[config.mk]
export PLATFORM = sky130hd
export DESIGN_NAME = data_ram
export DESIGN_NICKNAME = d
export VERILOG_FILES = /design/src/logic/rv_isa_pkg.sv /design/src/logic/core_ctrl_pkg.sv /design/src/logic/data_ram.sv
export SDC_FILE = /design/constraint.sdc
export NUM_CORES = 2
export LEC_CHECK = 0
export BUFFER_PORTS_ARGS = -buffer_cell sky130_fd_sc_hd__buf_2
export CORE_MARGIN = 2
export CORE_UTILIZATION = 50
export CTS_BUF_LIST = sky130_fd_sc_hd__clkbuf_4 sky130_fd_sc_hd__clkbuf_8
export DETAILED_ROUTE_END_ITERATION = 10
export GPL_ROUTABILITY_DRIVEN = 0
export GPL_TIMING_DRIVEN = 1
export PLACE_DENSITY_LB_ADDON = 0.2
export SLEW_MARGIN = 20
export SYNTH_ARGS = -nofsm -noshare
export SYNTH_HDL_FRONTEND = slang
export SYNTH_SLANG_ARGS = --single-unit
[constraint.sdc]
create_clock -name clk -period 2.88 [get_ports clk]
set_input_delay 0.432 -clock clk [delete_from_list [all_inputs] [get_ports clk]]
set_output_delay 0.432 -clock clk [all_outputs]
set_load 0.005 [all_outputs]
[src/logic/rv_isa_pkg.sv]
// ==============================
// RV64I subset ISA definitions: widths, opcodes
// and the instruction format union for decoding
// ==============================
`default_nettype none

package rv_isa_pkg;

  localparam int xlen     = 64;          // Data path width
  localparam int inst_w   = 32;          // Instruction word
  localparam int reg_id_w = 5;           // Register index

  localparam logic [6:0] op_imm    = 7'b0010011;
  localparam logic [6:0] op_op     = 7'b0110011;
  localparam logic [6:0] op_lui    = 7'b0110111;
  localparam logic [6:0] op_auipc  = 7'b0010111;
  localparam logic [6:0] op_jal    = 7'b1101111;
  localparam logic [6:0] op_jalr   = 7'b1100111;
  localparam logic [6:0] op_load   = 7'b0000011;
  localparam logic [6:0] op_store  = 7'b0100011;
  localparam logic [6:0] op_system = 7'b1110011; // EBREAK lives here

  localparam logic [6:0] funct7_base = 7'b0000000;
  localparam logic [6:0] funct7_alt  = 7'b0100000; // SUB / SRA

  typedef struct packed {
    logic [6:0]          funct7;
    logic [reg_id_w-1:0] rs2;
    logic [reg_id_w-1:0] rs1;
    logic [2:0]          funct3;
    logic [reg_id_w-1:0] rd;
    logic [6:0]          opcode;
  } inst_r_t;

  typedef struct packed {
    logic [11:0]         imm_11_0;    // Also shamt plus shift type
    logic [reg_id_w-1:0] rs1;
    logic [2:0]          funct3;
    logic [reg_id_w-1:0] rd;
    logic [6:0]          opcode;
  } inst_i_t;

  typedef struct packed {
    logic [6:0]          imm_11_5;
    logic [reg_id_w-1:0] rs2;
    logic [reg_id_w-1:0] rs1;
    logic [2:0]          funct3;
    logic [4:0]          imm_4_0;
    logic [6:0]          opcode;
  } inst_s_t;

  typedef struct packed {
    logic [19:0]         imm_31_12;
    logic [reg_id_w-1:0] rd;
    logic [6:0]          opcode;
  } inst_u_t;

  typedef struct packed {
    logic                imm_20;      // Sign bit
    logic [9:0]          imm_10_1;
    logic                imm_11;
    logic [7:0]          imm_19_12;
    logic [reg_id_w-1:0] rd;
    logic [6:0]          opcode;
  } inst_j_t;

  // Same word viewed in every format at once
  typedef union packed {
    inst_r_t r;
    inst_i_t i;
    inst_s_t s;
    inst_u_t u;
    inst_j_t j;
  } inst_u;

endpackage

`default_nettype wire

[src/logic/core_ctrl_pkg.sv]
// ==============================
// Core control encodings: one-hot ALU op
// bit positions and data RAM sizing
// ==============================
`default_nettype none

package core_ctrl_pkg;

  localparam int alu_op_w = 10;   // One bit per ALU function

  localparam int alu_add = 0;     // Also address and jump target adds
  localparam int alu_sub = 1;
  localparam int alu_lt  = 2;     // Signed compare
  localparam int alu_ltu = 3;     // Unsigned compare
  localparam int alu_and = 4;
  localparam int alu_or  = 5;
  localparam int alu_xor = 6;
  localparam int alu_sll = 7;
  localparam int alu_srl = 8;
  localparam int alu_sra = 9;

  // Data RAM, 64-bit words
  localparam int ram_words  = 32;
  localparam int ram_addr_w = 5;  // Byte address bits 7:3

endpackage

`default_nettype wire

[src/logic/data_ram.sv]
// ==============================
// Data memory, full 64-bit words only
// ==============================
`timescale 1ns/10ps
`default_nettype none

module data_ram import rv_isa_pkg::*, core_ctrl_pkg::*; (
  input  logic                  clk,
  input  logic                  rst_n,
  input  logic [ram_addr_w-1:0] addr,
  input  logic [xlen-1:0]       wdata,
  input  logic                  wen,
  output logic [xlen-1:0]       rdata
);

  logic [xlen-1:0] mem [ram_words];

  always_ff @(posedge clk or negedge rst_n) begin
    if (!rst_n) begin
      for (int k = 0; k < ram_words; k++) mem[k] <= '0; // Reads zero until written
    end else if (wen) begin
      mem[addr] <= wdata;
    end
  end

  assign rdata = mem[addr];              // Async read for LD in execute

endmodule

`default_nettype wire

==> metrics.log <==
[metrics] outcome: finished, violations left
[metrics] violations in the final reports: setup timing
[metrics] Worst Hold Class: input port to register
[metrics] clock tree from TritonCTS: done
[metrics] final standard cell count with taps included and fillers excluded: roughly 9,600
[metrics] top-level port count: 136
[metrics] gate count of the mapped netlist: 6,511
[metrics] flip-flop and latch area: 51,200 um^2
[metrics] clock buffers created by TritonCTS: 364
[metrics] area of the die: 188,000 um^2
[metrics] later-pin clock latency in the skew report: 990 ps
[metrics] total global-route track usage: 27.8%
[metrics] largest registers ranked by flip-flop count: mem (2048)
[metrics] combined area of all synthesized cells: 92,200 um^2
[metrics] WS Path Type: register to output pin
[metrics] estimated wirelength of the detail-placed design: 150 mm
[metrics] number of flip-flops under the largest register name: 2,048
[metrics] endpoint required time on the critical path: between 2000 and 2500 ps
[metrics] area growth from synthesis to layout: 17.0%
[metrics] Worst Setup Start Kind: register
[metrics] drt total wl: between 200 and 300 mm
[metrics] setup slack after layout: -72.1 ps
[metrics] H-tree levels: 5
[metrics] sequential-to-total area share from yosys stat: 55.6%
[metrics] initial standard-cell utilization of the core: 50.3%
[metrics] Sw Pwr: around 20,000 uW
[metrics] via count of the first global-routing pass: 61,007
[metrics] first-pass GRT wire length: 394 mm
[metrics] combined area of the multi-input logic cells: around 39,000 um^2
[metrics] net count after synthesis: 6,583
[metrics] DP Cell Count: 8,874
[metrics] share of final-layout standard cells stronger than drive strength 1: 45.3%
[metrics] Clock Pin Slew Worst Setup and Hold Paths: 60 ps
[metrics] portion of total power attributed to sequential cells: 48.1%
[metrics] met1 Usage GRT: 39.0%
[metrics] areal power density over the cells: 716 nW/um^2
[metrics] max-capacitance violation count: 0
[metrics] part of the cycle the worst path needs: 103%
[metrics] area share of the largest cell type after synthesis: 55.6%
[metrics] synth unique cells: 31
[metrics] final routed wire length divided by cell count: around 27 um
[metrics] clock power share: 36.5%
[metrics] most flop-heavy register: mem
[metrics] height of the chip: roughly 430 um
[metrics] Final setup viols: 6
[metrics] count of nets after finishing: 6,921
[metrics] maximum fanout encountered on the critical timing path: 2
[metrics] final global-route overflow total: 0
[metrics] post-route antenna net violation count: 0
[metrics] Worst EP arrival: 2520 ps
[metrics] length of the first detailed-routing pass in iterations: 5
[metrics] switching part of the total: about 26%
[metrics] worst setup skew after layout: 0 ps
[metrics] count of standard-cell rows: 157
[metrics] die width: between 400 and 500 um
[metrics] maximum achievable frequency: 339 MHz
[metrics] area of the placeable core: 183,000 um^2
[metrics] combinational cell fraction of total power: 15.4%
[metrics] filler instances: 14,600
[metrics] post-synthesis area per instance: 14.2 um^2
[metrics] cell-internal power: about 57,000 uW
[metrics] worst slew pin tran: 892 ps
[metrics] final critical delay including setup and external delays: 2950 ps
[metrics] initial antenna violation count: 13
[metrics] quantity of I/O buffers inserted on ports: 135
[metrics] static leakage: 0.0509 uW
[metrics] clock tree root driver cell: clkbuf_8
[metrics] peak-usage layer in the global routing report: met2
[metrics] vias after detailed routing: 57,620
[metrics] pin count of the biggest net entering global routing: 126
[metrics] Sink Count: 2,048
[metrics] Fin Setup TNS: -166 ps
[metrics] number of synthesized register bits: approximately 2,000
[metrics] top post-synthesis cells by area: dfrtp_1 56%, mux2_2 23%, mux2i_1 11%
[metrics] Yosys warnings: 0
[metrics] DRC violation count after routing: 0
[metrics] clock tree buffer depth: 4
[metrics] kind of end point of the critical path: output pin
[metrics] met2 track demand over resource in global routing: 44.9%
[metrics] largest vdd supply drop: a little under 0.6 mV
[metrics] routed via count divided by cell count: 6.01
[metrics] unrepaired setup endpoints after global routing: true
[metrics] worst slew margin relative to its limit: 40.5%
[metrics] Yosys top cell by area: dfrtp_1
[metrics] number of failing hold endpoints at the final stage: 0
[metrics] total count of max-transition violations in the final report: 0
[metrics] met3 GRT Util: roughly 4%
[metrics] number of design-rule violations left by the first detailed-router iteration: about 3,800
-- Yosys cell counts --
cell       instances
and3_1             1
and3b_1            1
buf_1             19
buf_2            251
buf_4              6
buf_6             24
clkbuf_1         322
dfrtp_1         2048
mux2_1           192
mux2_2          1856
mux2i_1         1024
nand2_1           78
nand3_1            4
nand3_2            2
nand3b_1           3
nand4_1            1
nand4b_1           4
nand4bb_1          5
nor2_1             2
nor2_2            12
nor3_2             1
nor3_4             4
nor3b_2            3
nor4_1           128
o22ai_1          512
or2_1              1
or3b_1             1
or4_1              1
or4b_1             3
or4b_2             1
or4bb_1            1
-- what timing repair did --
item | in CTS | in global routing
gates resized for setup | 162 | 70
setup endpoints to repair | 60 | 62
hold endpoints to repair | 2499 | 0
hold buffers | 63 | 0
buffers inserted | 7 | 4
pin swaps | 100 | 81
cloned | 0 | 0
-- cell usage in the layout, fill, tap and decap left out, types with 97 or more instances in the layout --
master / count
dfrtp_1: 2048
mux2_2: 1856
mux2i_1: 1011
o22ai_1: 491
clkbuf_8: 463
buf_4: 241
mux2_1: 192
buf_12: 157
clkbuf_4: 117
buf_2: 97
-- metrics by stage --
| step | setup WS, ps | hold slack (ps) | total power [uW] | utilization (%) | area [um^2] |
|---|---|---|---|---|---|
| 3_3_place_gp | -139 | 409 | 48200 | 53.6 | 98200 |
| 5_1_grt | -177 | 57.9 | 80900 | 58.9 | 108000 |
| 2_1_floorplan | 551 | 136 | 44900 | - | 92200 |
| 3_5_place_dp | -129 | 403 | 49000 | 53.6 | 98200 |
| 6_report | -72.1 | 91.8 | 77200 | 58.9 | 108000 |
| 4_1_cts | -146 | 5.61 | 77600 | 58.7 | 107000 |
-- worst max-delay path, stage by stage (launching register included) --
cell	delay [ps]
dfrtp_1	390
mux2i_2	220
o22ai_2	130
nor4_4	340
buf_4	200
nand2_4	50
buf_6	130
-- worst paths after layout --
check | from | endpoint | slack (ps) | depth (start not counted)
max in group asynchronous | rst_n | mem[901] | 1820 | 3
min in group asynchronous | rst_n | mem[1142] | 240 | 3
hold reg to reg | mem[84] | mem[84] | 480 | 1
setup reg to reg | mem[537] | mem[537] | 1980 | 2
setup / recovery | mem[852] | rdata[20] | -70 | 6
hold / removal | wdata[61] | mem[1597] | 90 | 2
-- power groups by stage --
stage / Clock, uW / Combinational [uW] / Sequential, uW
3_5_place_dp: 0 / 11400 / 37600
6_report: 28200 / 11900 / 37100
5_1_grt: 30100 / 13000 / 37800
3_3_place_gp: 0 / 11000 / 37300
2_1_floorplan: 0 / 8190 / 36700
4_1_cts: 28700 / 11800 / 37100
-- cells by family after synthesis --
family,synth area share (%)
AO/OA/AOI/OAI,3.48
buffers and inverters,3.09
flip-flops,55.6
multiplexers,36.1
AND/OR/NAND/NOR,1.67
-- per-layer routing --
layer,part of all wire (%),wire (um)
met1,45,116000
met2,47,123000
met3,5.0,13100
met4,2.9,7570
met5,0.021,54
-- final cells by class --
| type | count | share of cell area (%) |
|---|---|---|
| flip-flops and latches | 2048 | 47.5 |
| repair buffers | 594 | 6.02 |
| clock buffers | 580 | 6.72 |
| clock inverters | 46 | 0.365 |
| well taps | 2464 | 2.86 |
| multi-input cells | 3841 | 36.5 |
| diodes | 7 | 0.0162 |
Note: power is estimated with default switching activity, not from simulation.
