**src/logic/rv_isa_pkg.sv**
```systemverilog
// ==============================
// RV64I subset ISA definitions: widths, opcodes
// and the instruction format union for decoding
// ==============================
`default_nettype none

package rv_isa_pkg;

  localparam int xlen     = 64;          // Data path width
  localparam int inst_w   = 32;          // Instruction word
  localparam int reg_id_w = 5;           // Register index

  localparam logic [6:0] op_imm    = 7'b0010011;
  localparam logic [6:0] op_op     = 7'b0110011;
  localparam logic [6:0] op_lui    = 7'b0110111;
  localparam logic [6:0] op_auipc  = 7'b0010111;
  localparam logic [6:0] op_jal    = 7'b1101111;
  localparam logic [6:0] op_jalr   = 7'b1100111;
  localparam logic [6:0] op_load   = 7'b0000011;
  localparam logic [6:0] op_store  = 7'b0100011;
  localparam logic [6:0] op_system = 7'b1110011; // EBREAK lives here

  localparam logic [6:0] funct7_base = 7'b0000000;
  localparam logic [6:0] funct7_alt  = 7'b0100000; // SUB / SRA

  typedef struct packed {
    logic [6:0]          funct7;
    logic [reg_id_w-1:0] rs2;
    logic [reg_id_w-1:0] rs1;
    logic [2:0]          funct3;
    logic [reg_id_w-1:0] rd;
    logic [6:0]          opcode;
  } inst_r_t;

  typedef struct packed {
    logic [11:0]         imm_11_0;    // Also shamt plus shift type
    logic [reg_id_w-1:0] rs1;
    logic [2:0]          funct3;
    logic [reg_id_w-1:0] rd;
    logic [6:0]          opcode;
  } inst_i_t;

  typedef struct packed {
    logic [6:0]          imm_11_5;
    logic [reg_id_w-1:0] rs2;
    logic [reg_id_w-1:0] rs1;
    logic [2:0]          funct3;
    logic [4:0]          imm_4_0;
    logic [6:0]          opcode;
  } inst_s_t;

  typedef struct packed {
    logic [19:0]         imm_31_12;
    logic [reg_id_w-1:0] rd;
    logic [6:0]          opcode;
  } inst_u_t;

  typedef struct packed {
    logic                imm_20;      // Sign bit
    logic [9:0]          imm_10_1;
    logic                imm_11;
    logic [7:0]          imm_19_12;
    logic [reg_id_w-1:0] rd;
    logic [6:0]          opcode;
  } inst_j_t;

  // Same word viewed in every format at once
  typedef union packed {
    inst_r_t r;
    inst_i_t i;
    inst_s_t s;
    inst_u_t u;
    inst_j_t j;
  } inst_u;

endpackage

`default_nettype wire

```
**src/logic/core_ctrl_pkg.sv**
```systemverilog
// ==============================
// Core control encodings: one-hot ALU op
// bit positions and data RAM sizing
// ==============================
`default_nettype none

package core_ctrl_pkg;

  localparam int alu_op_w = 10;   // One bit per ALU function

  localparam int alu_add = 0;     // Also address and jump target adds
  localparam int alu_sub = 1;
  localparam int alu_lt  = 2;     // Signed compare
  localparam int alu_ltu = 3;     // Unsigned compare
  localparam int alu_and = 4;
  localparam int alu_or  = 5;
  localparam int alu_xor = 6;
  localparam int alu_sll = 7;
  localparam int alu_srl = 8;
  localparam int alu_sra = 9;

  // Data RAM, 64-bit words
  localparam int ram_words  = 32;
  localparam int ram_addr_w = 5;  // Byte address bits 7:3

endpackage

`default_nettype wire

```
**src/logic/inst_decoder.sv**
```systemverilog
// ==============================
// Decode stage: registers control, immediate and
// register indices for execute, and holds the halt level
// ==============================
`timescale 1ns/10ps
`default_nettype none

module inst_decoder import rv_isa_pkg::*, core_ctrl_pkg::*; (
  input  logic                clk,
  input  logic                rst_n,
  input  logic                inst_valid,
  input  inst_u               inst,
  input  logic [xlen-1:0]     pc,
  output logic                halted,
  output logic                dec_valid,
  output logic [xlen-1:0]     dec_pc,
  output logic [reg_id_w-1:0] dec_rd,
  output logic [reg_id_w-1:0] dec_rs1,
  output logic [reg_id_w-1:0] dec_rs2,
  output logic [xlen-1:0]     dec_imm,
  output logic                dec_use_imm,
  output logic [alu_op_w-1:0] dec_alu_op,
  output logic                dec_reg_wen,
  output logic                dec_mem_wen,
  output logic                dec_is_load,
  output logic                dec_is_auipc,
  output logic                dec_is_jal,
  output logic                dec_is_jalr,
  output logic                dec_is_ebreak,
  output logic                dec_illegal
);

  logic [7:0]          f3;                        // One-hot funct3
  logic                is_i, r_base, r_alt;       // OP-IMM, OP, OP with alt funct7
  logic                sh_base, sh_alt;           // Shift immediate top bits
  logic                lui, auipc, jal, jalr, ld, sd, ebreak;
  logic [alu_op_w-1:0] alu_op;
  logic [xlen-1:0]     imm;
  logic                take;                      // Accepted this cycle
  logic                legal;

  assign f3      = 8'b1 << inst.r.funct3;
  assign is_i    = inst.r.opcode == op_imm;
  assign r_base  = (inst.r.opcode == op_op) && (inst.r.funct7 == funct7_base);
  assign r_alt   = (inst.r.opcode == op_op) && (inst.r.funct7 == funct7_alt);
  assign sh_base = inst.i.imm_11_0[11:6] == 6'b000000;
  assign sh_alt  = inst.i.imm_11_0[11:6] == 6'b010000;
  assign lui     = inst.r.opcode == op_lui;
  assign auipc   = inst.r.opcode == op_auipc;
  assign jal     = inst.r.opcode == op_jal;
  assign jalr    = (inst.r.opcode == op_jalr) && f3[0];
  assign ld      = (inst.r.opcode == op_load) && f3[3];   // 64-bit only
  assign sd      = (inst.r.opcode == op_store) && f3[3];
  assign ebreak  = (inst.i.opcode == op_system) && f3[0] && (inst.i.rd == '0) &&
                   (inst.i.rs1 == '0) && (inst.i.imm_11_0 == 12'h001);

  // One-hot op; every address or link add goes through alu_add
  always_comb begin
    alu_op          = '0;
    alu_op[alu_add] = ((is_i | r_base) & f3[0]) | lui | auipc | jal | jalr | ld | sd;
    alu_op[alu_sub] = r_alt & f3[0];
    alu_op[alu_lt]  = (is_i | r_base) & f3[2];
    alu_op[alu_ltu] = (is_i | r_base) & f3[3];
    alu_op[alu_xor] = (is_i | r_base) & f3[4];
    alu_op[alu_or]  = (is_i | r_base) & f3[6];
    alu_op[alu_and] = (is_i | r_base) & f3[7];
    alu_op[alu_sll] = ((is_i & sh_base) | r_base) & f3[1];
    alu_op[alu_srl] = ((is_i & sh_base) | r_base) & f3[5];
    alu_op[alu_sra] = ((is_i & sh_alt) | r_alt) & f3[5];
  end

  assign legal = (|alu_op) | ebreak;             // Unmatched encodings fall out here
  assign take  = inst_valid & ~halted;

  always_comb begin
    if (sd) begin
      imm = {{(xlen-12){inst.s.imm_11_5[6]}}, inst.s.imm_11_5, inst.s.imm_4_0};
    end else if (lui | auipc) begin
      imm = {{(xlen-32){inst.u.imm_31_12[19]}}, inst.u.imm_31_12, 12'h000};
    end else if (jal) begin
      imm = {{(xlen-21){inst.j.imm_20}}, inst.j.imm_20, inst.j.imm_19_12,
             inst.j.imm_11, inst.j.imm_10_1, 1'b0};
    end else begin
      imm = {{(xlen-12){inst.i.imm_11_0[11]}}, inst.i.imm_11_0}; // I format
    end
  end

  always_ff @(posedge clk or negedge rst_n) begin
    if (!rst_n) begin
      halted        <= 1'b0;
      dec_valid     <= 1'b0;
      dec_reg_wen   <= 1'b0;
      dec_mem_wen   <= 1'b0;
      dec_is_load   <= 1'b0;
      dec_is_auipc  <= 1'b0;
      dec_is_jal    <= 1'b0;
      dec_is_jalr   <= 1'b0;
      dec_is_ebreak <= 1'b0;
      dec_illegal   <= 1'b0;
    end else begin
      dec_valid     <= take;
      dec_reg_wen   <= take & (|alu_op) & ~sd & (inst.r.rd != '0); // x0 never written
      dec_mem_wen   <= take & sd;
      dec_is_load   <= take & ld;
      dec_is_auipc  <= take & auipc;
      dec_is_jal    <= take & jal;
      dec_is_jalr   <= take & jalr;
      dec_is_ebreak <= take & ebreak;
      dec_illegal   <= take & ~legal;
      if (take & ebreak) halted <= 1'b1;         // Sticky until reset
    end
  end

  always_ff @(posedge clk) begin
    if (take) begin
      dec_pc      <= pc;
      dec_rd      <= inst.r.rd;
      dec_rs1     <= (lui | jal) ? '0 : inst.r.rs1; // Zero operand A for LUI
      dec_rs2     <= inst.r.rs2;
      dec_imm     <= imm;
      dec_use_imm <= ~(r_base | r_alt);
      dec_alu_op  <= alu_op;
    end
  end

endmodule

`default_nettype wire

```
**config.mk**
```make
export PLATFORM = sky130hd
export DESIGN_NAME = inst_decoder
export DESIGN_NICKNAME = d
export VERILOG_FILES = /design/src/logic/rv_isa_pkg.sv /design/src/logic/core_ctrl_pkg.sv /design/src/logic/inst_decoder.sv
export SDC_FILE = /design/constraint.sdc
export NUM_CORES = 1
export LEC_CHECK = 0
export BUFFER_PORTS_ARGS = -buffer_cell sky130_fd_sc_hd__buf_4
export CAP_MARGIN = 5
export CORE_ASPECT_RATIO = 2
export CORE_MARGIN = 2
export CORE_UTILIZATION = 48
export CTS_CLUSTER_DIAMETER = 100
export DETAILED_ROUTE_END_ITERATION = 8
export GPL_ROUTABILITY_DRIVEN = 0
export PLACE_DENSITY = 0.95
export SKIP_LAST_GASP = 1
export SLEW_MARGIN = 20
export SYNTH_ARGS = -nofsm -noshare
export SYNTH_HDL_FRONTEND = slang
export SYNTH_SLANG_ARGS = --single-unit
```
**constraint.sdc**
```tcl
create_clock -name clk -period 9.2 [get_ports clk]
set_input_delay 0.46 -clock clk [delete_from_list [all_inputs] [get_ports clk]]
set_output_delay 0.46 -clock clk [all_outputs]
set_load 0.1 [all_outputs]
```
==> results.sh <==
export IMPL_worst_pin_slew_ns=0.901
export IMPL_clock_sinks=132
export IMPL_fin_setup_tns_ns=0
export IMPL_placementRows=52
export IMPL_finalNonFillerCells=673
export IMPL_synthArstFlopShare_pct=7.58
export IMPL_finish_net_count=624
export IMPL_footprint_of_the_flip_flops_and_latches_mm2=0.00391
export IMPL_finClkSkew_ns=0.00979
export IMPL_synth_cells=280
export IMPL_final_layout_size_suffix_gt1_share_pct=57.2
export IMPL_path_max_fanout=73
export IMPL_worst_endpoint_arrival_ns=2.59
export IMPL_critPathSlowestCell="buf_4"
export IMPL_detailed_place_hpwl_mm=10.4
export IMPL_tritoncts="built"
export IMPL_global_route_wire_length_before_repair_mm=20.5
export IMPL_cts_repair_timing_setup_buffer_count=0
export IMPL_grt_usage_pct=24.9
export IMPL_synth_ff_type="edfxtp_1"
export IMPL_dr_pass1_iters=4
export IMPL_crit_path_end_kind="flip-flop"
export IMPL_grt_pass1_vias=3500
export IMPL_clk_insertion_delay_late_ns=0.40
export IMPL_power_density_cell_area_mw_per_mm2=260
export IMPL_cap_violations=0
export IMPL_antenna_found_initial=0
export IMPL_worst_hold_slack_ns=0.226
export IMPL_grt_setup_unrepaired="no"
export IMPL_coreArea_mm2=0.0101
export IMPL_postLayoutSetupSlackWorst_ns=6.64
export IMPL_drt_wl_total_mm=13.8
export IMPL_design_die_area_mm2=0.0112
export IMPL_synth_seq_cells=132
export IMPL_avgViaCountPerCell=5.05
export IMPL_floorplan_die_width_um=76.0
export IMPL_timing_critical_path_slowest_cell_delay_ns=0.79
export IMPL_drtIter0Drc=250
export IMPL_grt_max_degree=74
export IMPL_number_of_cells_in_the_design_after_placement=640
export IMPL_synthesis_yosys_warnings=0
export IMPL_worst_setup_path_startpoint="halted"
export IMPL_ys_top_cells_by_area="edfxtp_1, dfrtp_1, buf_4"
export IMPL_synth_area_per_cell_um2=17.8
export IMPL_cts_buffers_inserted=17
export IMPL_vdd_ir_drop_max_mv=0.156
export IMPL_port_buffers=262
export IMPL_post_synth_instance_area_mm2=0.00497
export IMPL_yosysTopAreaCell="edfxtp_1"
export IMPL_finalHoldViolCount=0
export IMPL_r2r_startpoint="halted"
export IMPL_critical_path_cell_chain="nand2b_1 > inv_4 > buf_4"
export IMPL_sequential_share_of_the_synthesized_area_pct=78.7
export IMPL_grt_remaining_overflow=0
export IMPL_synth_largest_type_area_fraction_pct=73.7
export IMPL_synth_edff_count=122
export IMPL_signed_area_change_from_the_synthesized_netlist_to_the_final_layout_pct=49.9
export IMPL_power_total_mw=1.94
export IMPL_clock_path_buffers=2
export IMPL_maxClockFrequency_mhz=391
export IMPL_cts_root_buf="clkbuf_16"
export IMPL_post_route_min_period_ns=2.56
export IMPL_floorplan_io_pins=263
export IMPL_die_h_um=148
export IMPL_finalCritPeriodShare_pct=27.8
export IMPL_final_core_util_pct=73.9
export IMPL_cts_h_tree_depth=4
export IMPL_drtAntennaViolNets=0
export IMPL_worstHoldStart="pc[7]"
export IMPL_fillCellCount=633
export IMPL_routed_via_count=3402
export IMPL_clock_pin_slew_on_the_worst_setup_and_hold_paths_ns=0.06
export IMPL_slew_viol_final=0
export IMPL_initial_utilization_pct=49.3
export IMPL_cts_repair_resized=0
export IMPL_fin_area_mm2=0.00745
export IMPL_detail_route_drc_violations=0
export IMPL_diodes=0
export IMPL_power_leakage_nw=3.26
export IMPL_report_final_setup_viol=0
export IMPL_pre_cts_ws_ns=6.61
export IMPL_worstSetupStartpointType="flip-flop"
export IMPL_multi_input_comb_area_um2=767
export IMPL_worstSetupPathType="flip-flop to flip-flop"
export IMPL_max_slew_margin_rel_pct=39.8
export IMPL_drt_wirelength_per_cell_um=20.5
export IMPL_detailed_place_area_mm2=0.00685
export IMPL_ys_types=37
export IMPL_syn_nets=379
export IMPL_timing_critical_path_required_ns=9.23
export IMPL_hp_class="primary input to flip-flop"
export IMPL_status="finished, final reports clean"
==> worst max-delay path: cells and delay by family (launching register included) <==
kind                   cells  cell delay, ns
DFF                        1            0.39
buffers and inverters      2            1.36
and+or+nand+nor            1            0.34
==> area by class of cell <==
cell class                      instances  area share, %
Sequential cell                       132           52.5
Timing Repair Buffer                  265           26.7
Multi-Input combinational cell        104           10.3
Clock buffer                           19           5.94
Tap cell                              135           2.27
Clock inverter                         13           2.00
Inverter                                5          0.285
==> worst paths after layout <==
| path | to | slack [ns] | depth (start not counted) |
|---|---|---|---|
| max in group asynchronous | dec_mem_wen | 8.62 | 2 |
| min in group asynchronous | dec_is_load | 0.43 | 2 |
| hold / removal | dec_pc[7] | 0.23 | 1 |
| setup / recovery | dec_alu_op[1] | 6.64 | 3 |
| setup reg to reg | dec_alu_op[1] | 6.64 | 3 |
| hold reg to reg | halted | 0.51 | 1 |
==> report_power, final <==
group	total, mW	switching [mW]	internal (mW)
logic	0.555	0.454	0.101
clock network	0.664	0.253	0.411
registers	0.721	0.0164	0.705
total	1.94	0.724	1.22
==> synthesized netlist by cell type (all sizes together), types with 5 or more instances <==
library cell / n
nor2b: 9
nand2: 7
dfrtp: 10
a21o: 20
nor2: 11
nor3: 11
buf: 37
and2: 6
nor4: 6
a22o: 5
inv: 5
edfxtp: 122
==> state kept, by name, indices dropped and copies added (netlist names) <==
| register | flops |
|---|---|
| dec_pc | 64 |
| dec_imm | 32 |
| dec_alu_op | 10 |
| dec_rd | 5 |
| dec_rs1 | 5 |
| dec_rs2 | 5 |
| dec_illegal | 1 |
| dec_is_auipc | 1 |
| dec_is_ebreak | 1 |
| dec_is_jal | 1 |
| dec_is_jalr | 1 |
| dec_is_load | 1 |
| dec_mem_wen | 1 |
| dec_reg_wen | 1 |
| dec_use_imm | 1 |
| dec_valid | 1 |
| halted | 1 |
==> repair_timing <==
action | in CTS | in global routing
hold buffers | 1 | 0
endpoints found under the hold margin | 10 | 0
setup endpoints to repair | 0 | 0
==> routing by layer <==
metal  part of all wire, %  wire length, µm  up-vias  GRT usage, %
met3                   8.4             1160       32          9.22
li1                      -                -     1520             -
met5                     0                0        -             0
met2                    56             7710      215          45.4
met4                   3.5              476        0          11.6
met1                    32             4440     1635          24.9
==> cells by family after synthesis <==
kind of cell | Yosys count | synth area share [%]
DFF | 132 | 78.7
and+or+nand+nor | 72 | 9.61
buffers and inverters | 44 | 5.99
AOI/OAI and AO/OA | 32 | 5.71
==> cell usage in the layout, fill, tap and decap left out, drive strengths merged, types with 2 or more instances in the layout <==
master,synthesis,routed
dfrtp,10,10
nor2b,9,9
nand4,3,3
clkinvlp,0,2
clkinv,0,4
a22o,5,5
nor4,6,6
bufinv,0,2
nand4b,3,3
a2111oi,2,2
nor3b,2,2
nand3b,2,2
nor3,11,11
inv,5,10
and3,2,2
nor4b,2,2
nand2b,3,3
edfxtp,122,122
and2,6,6
clkbuf,2,19
nor2,11,11
buf,37,264
a21oi,3,3
a21o,20,20
nand2,7,7
(Power assumes the default switching activity.)
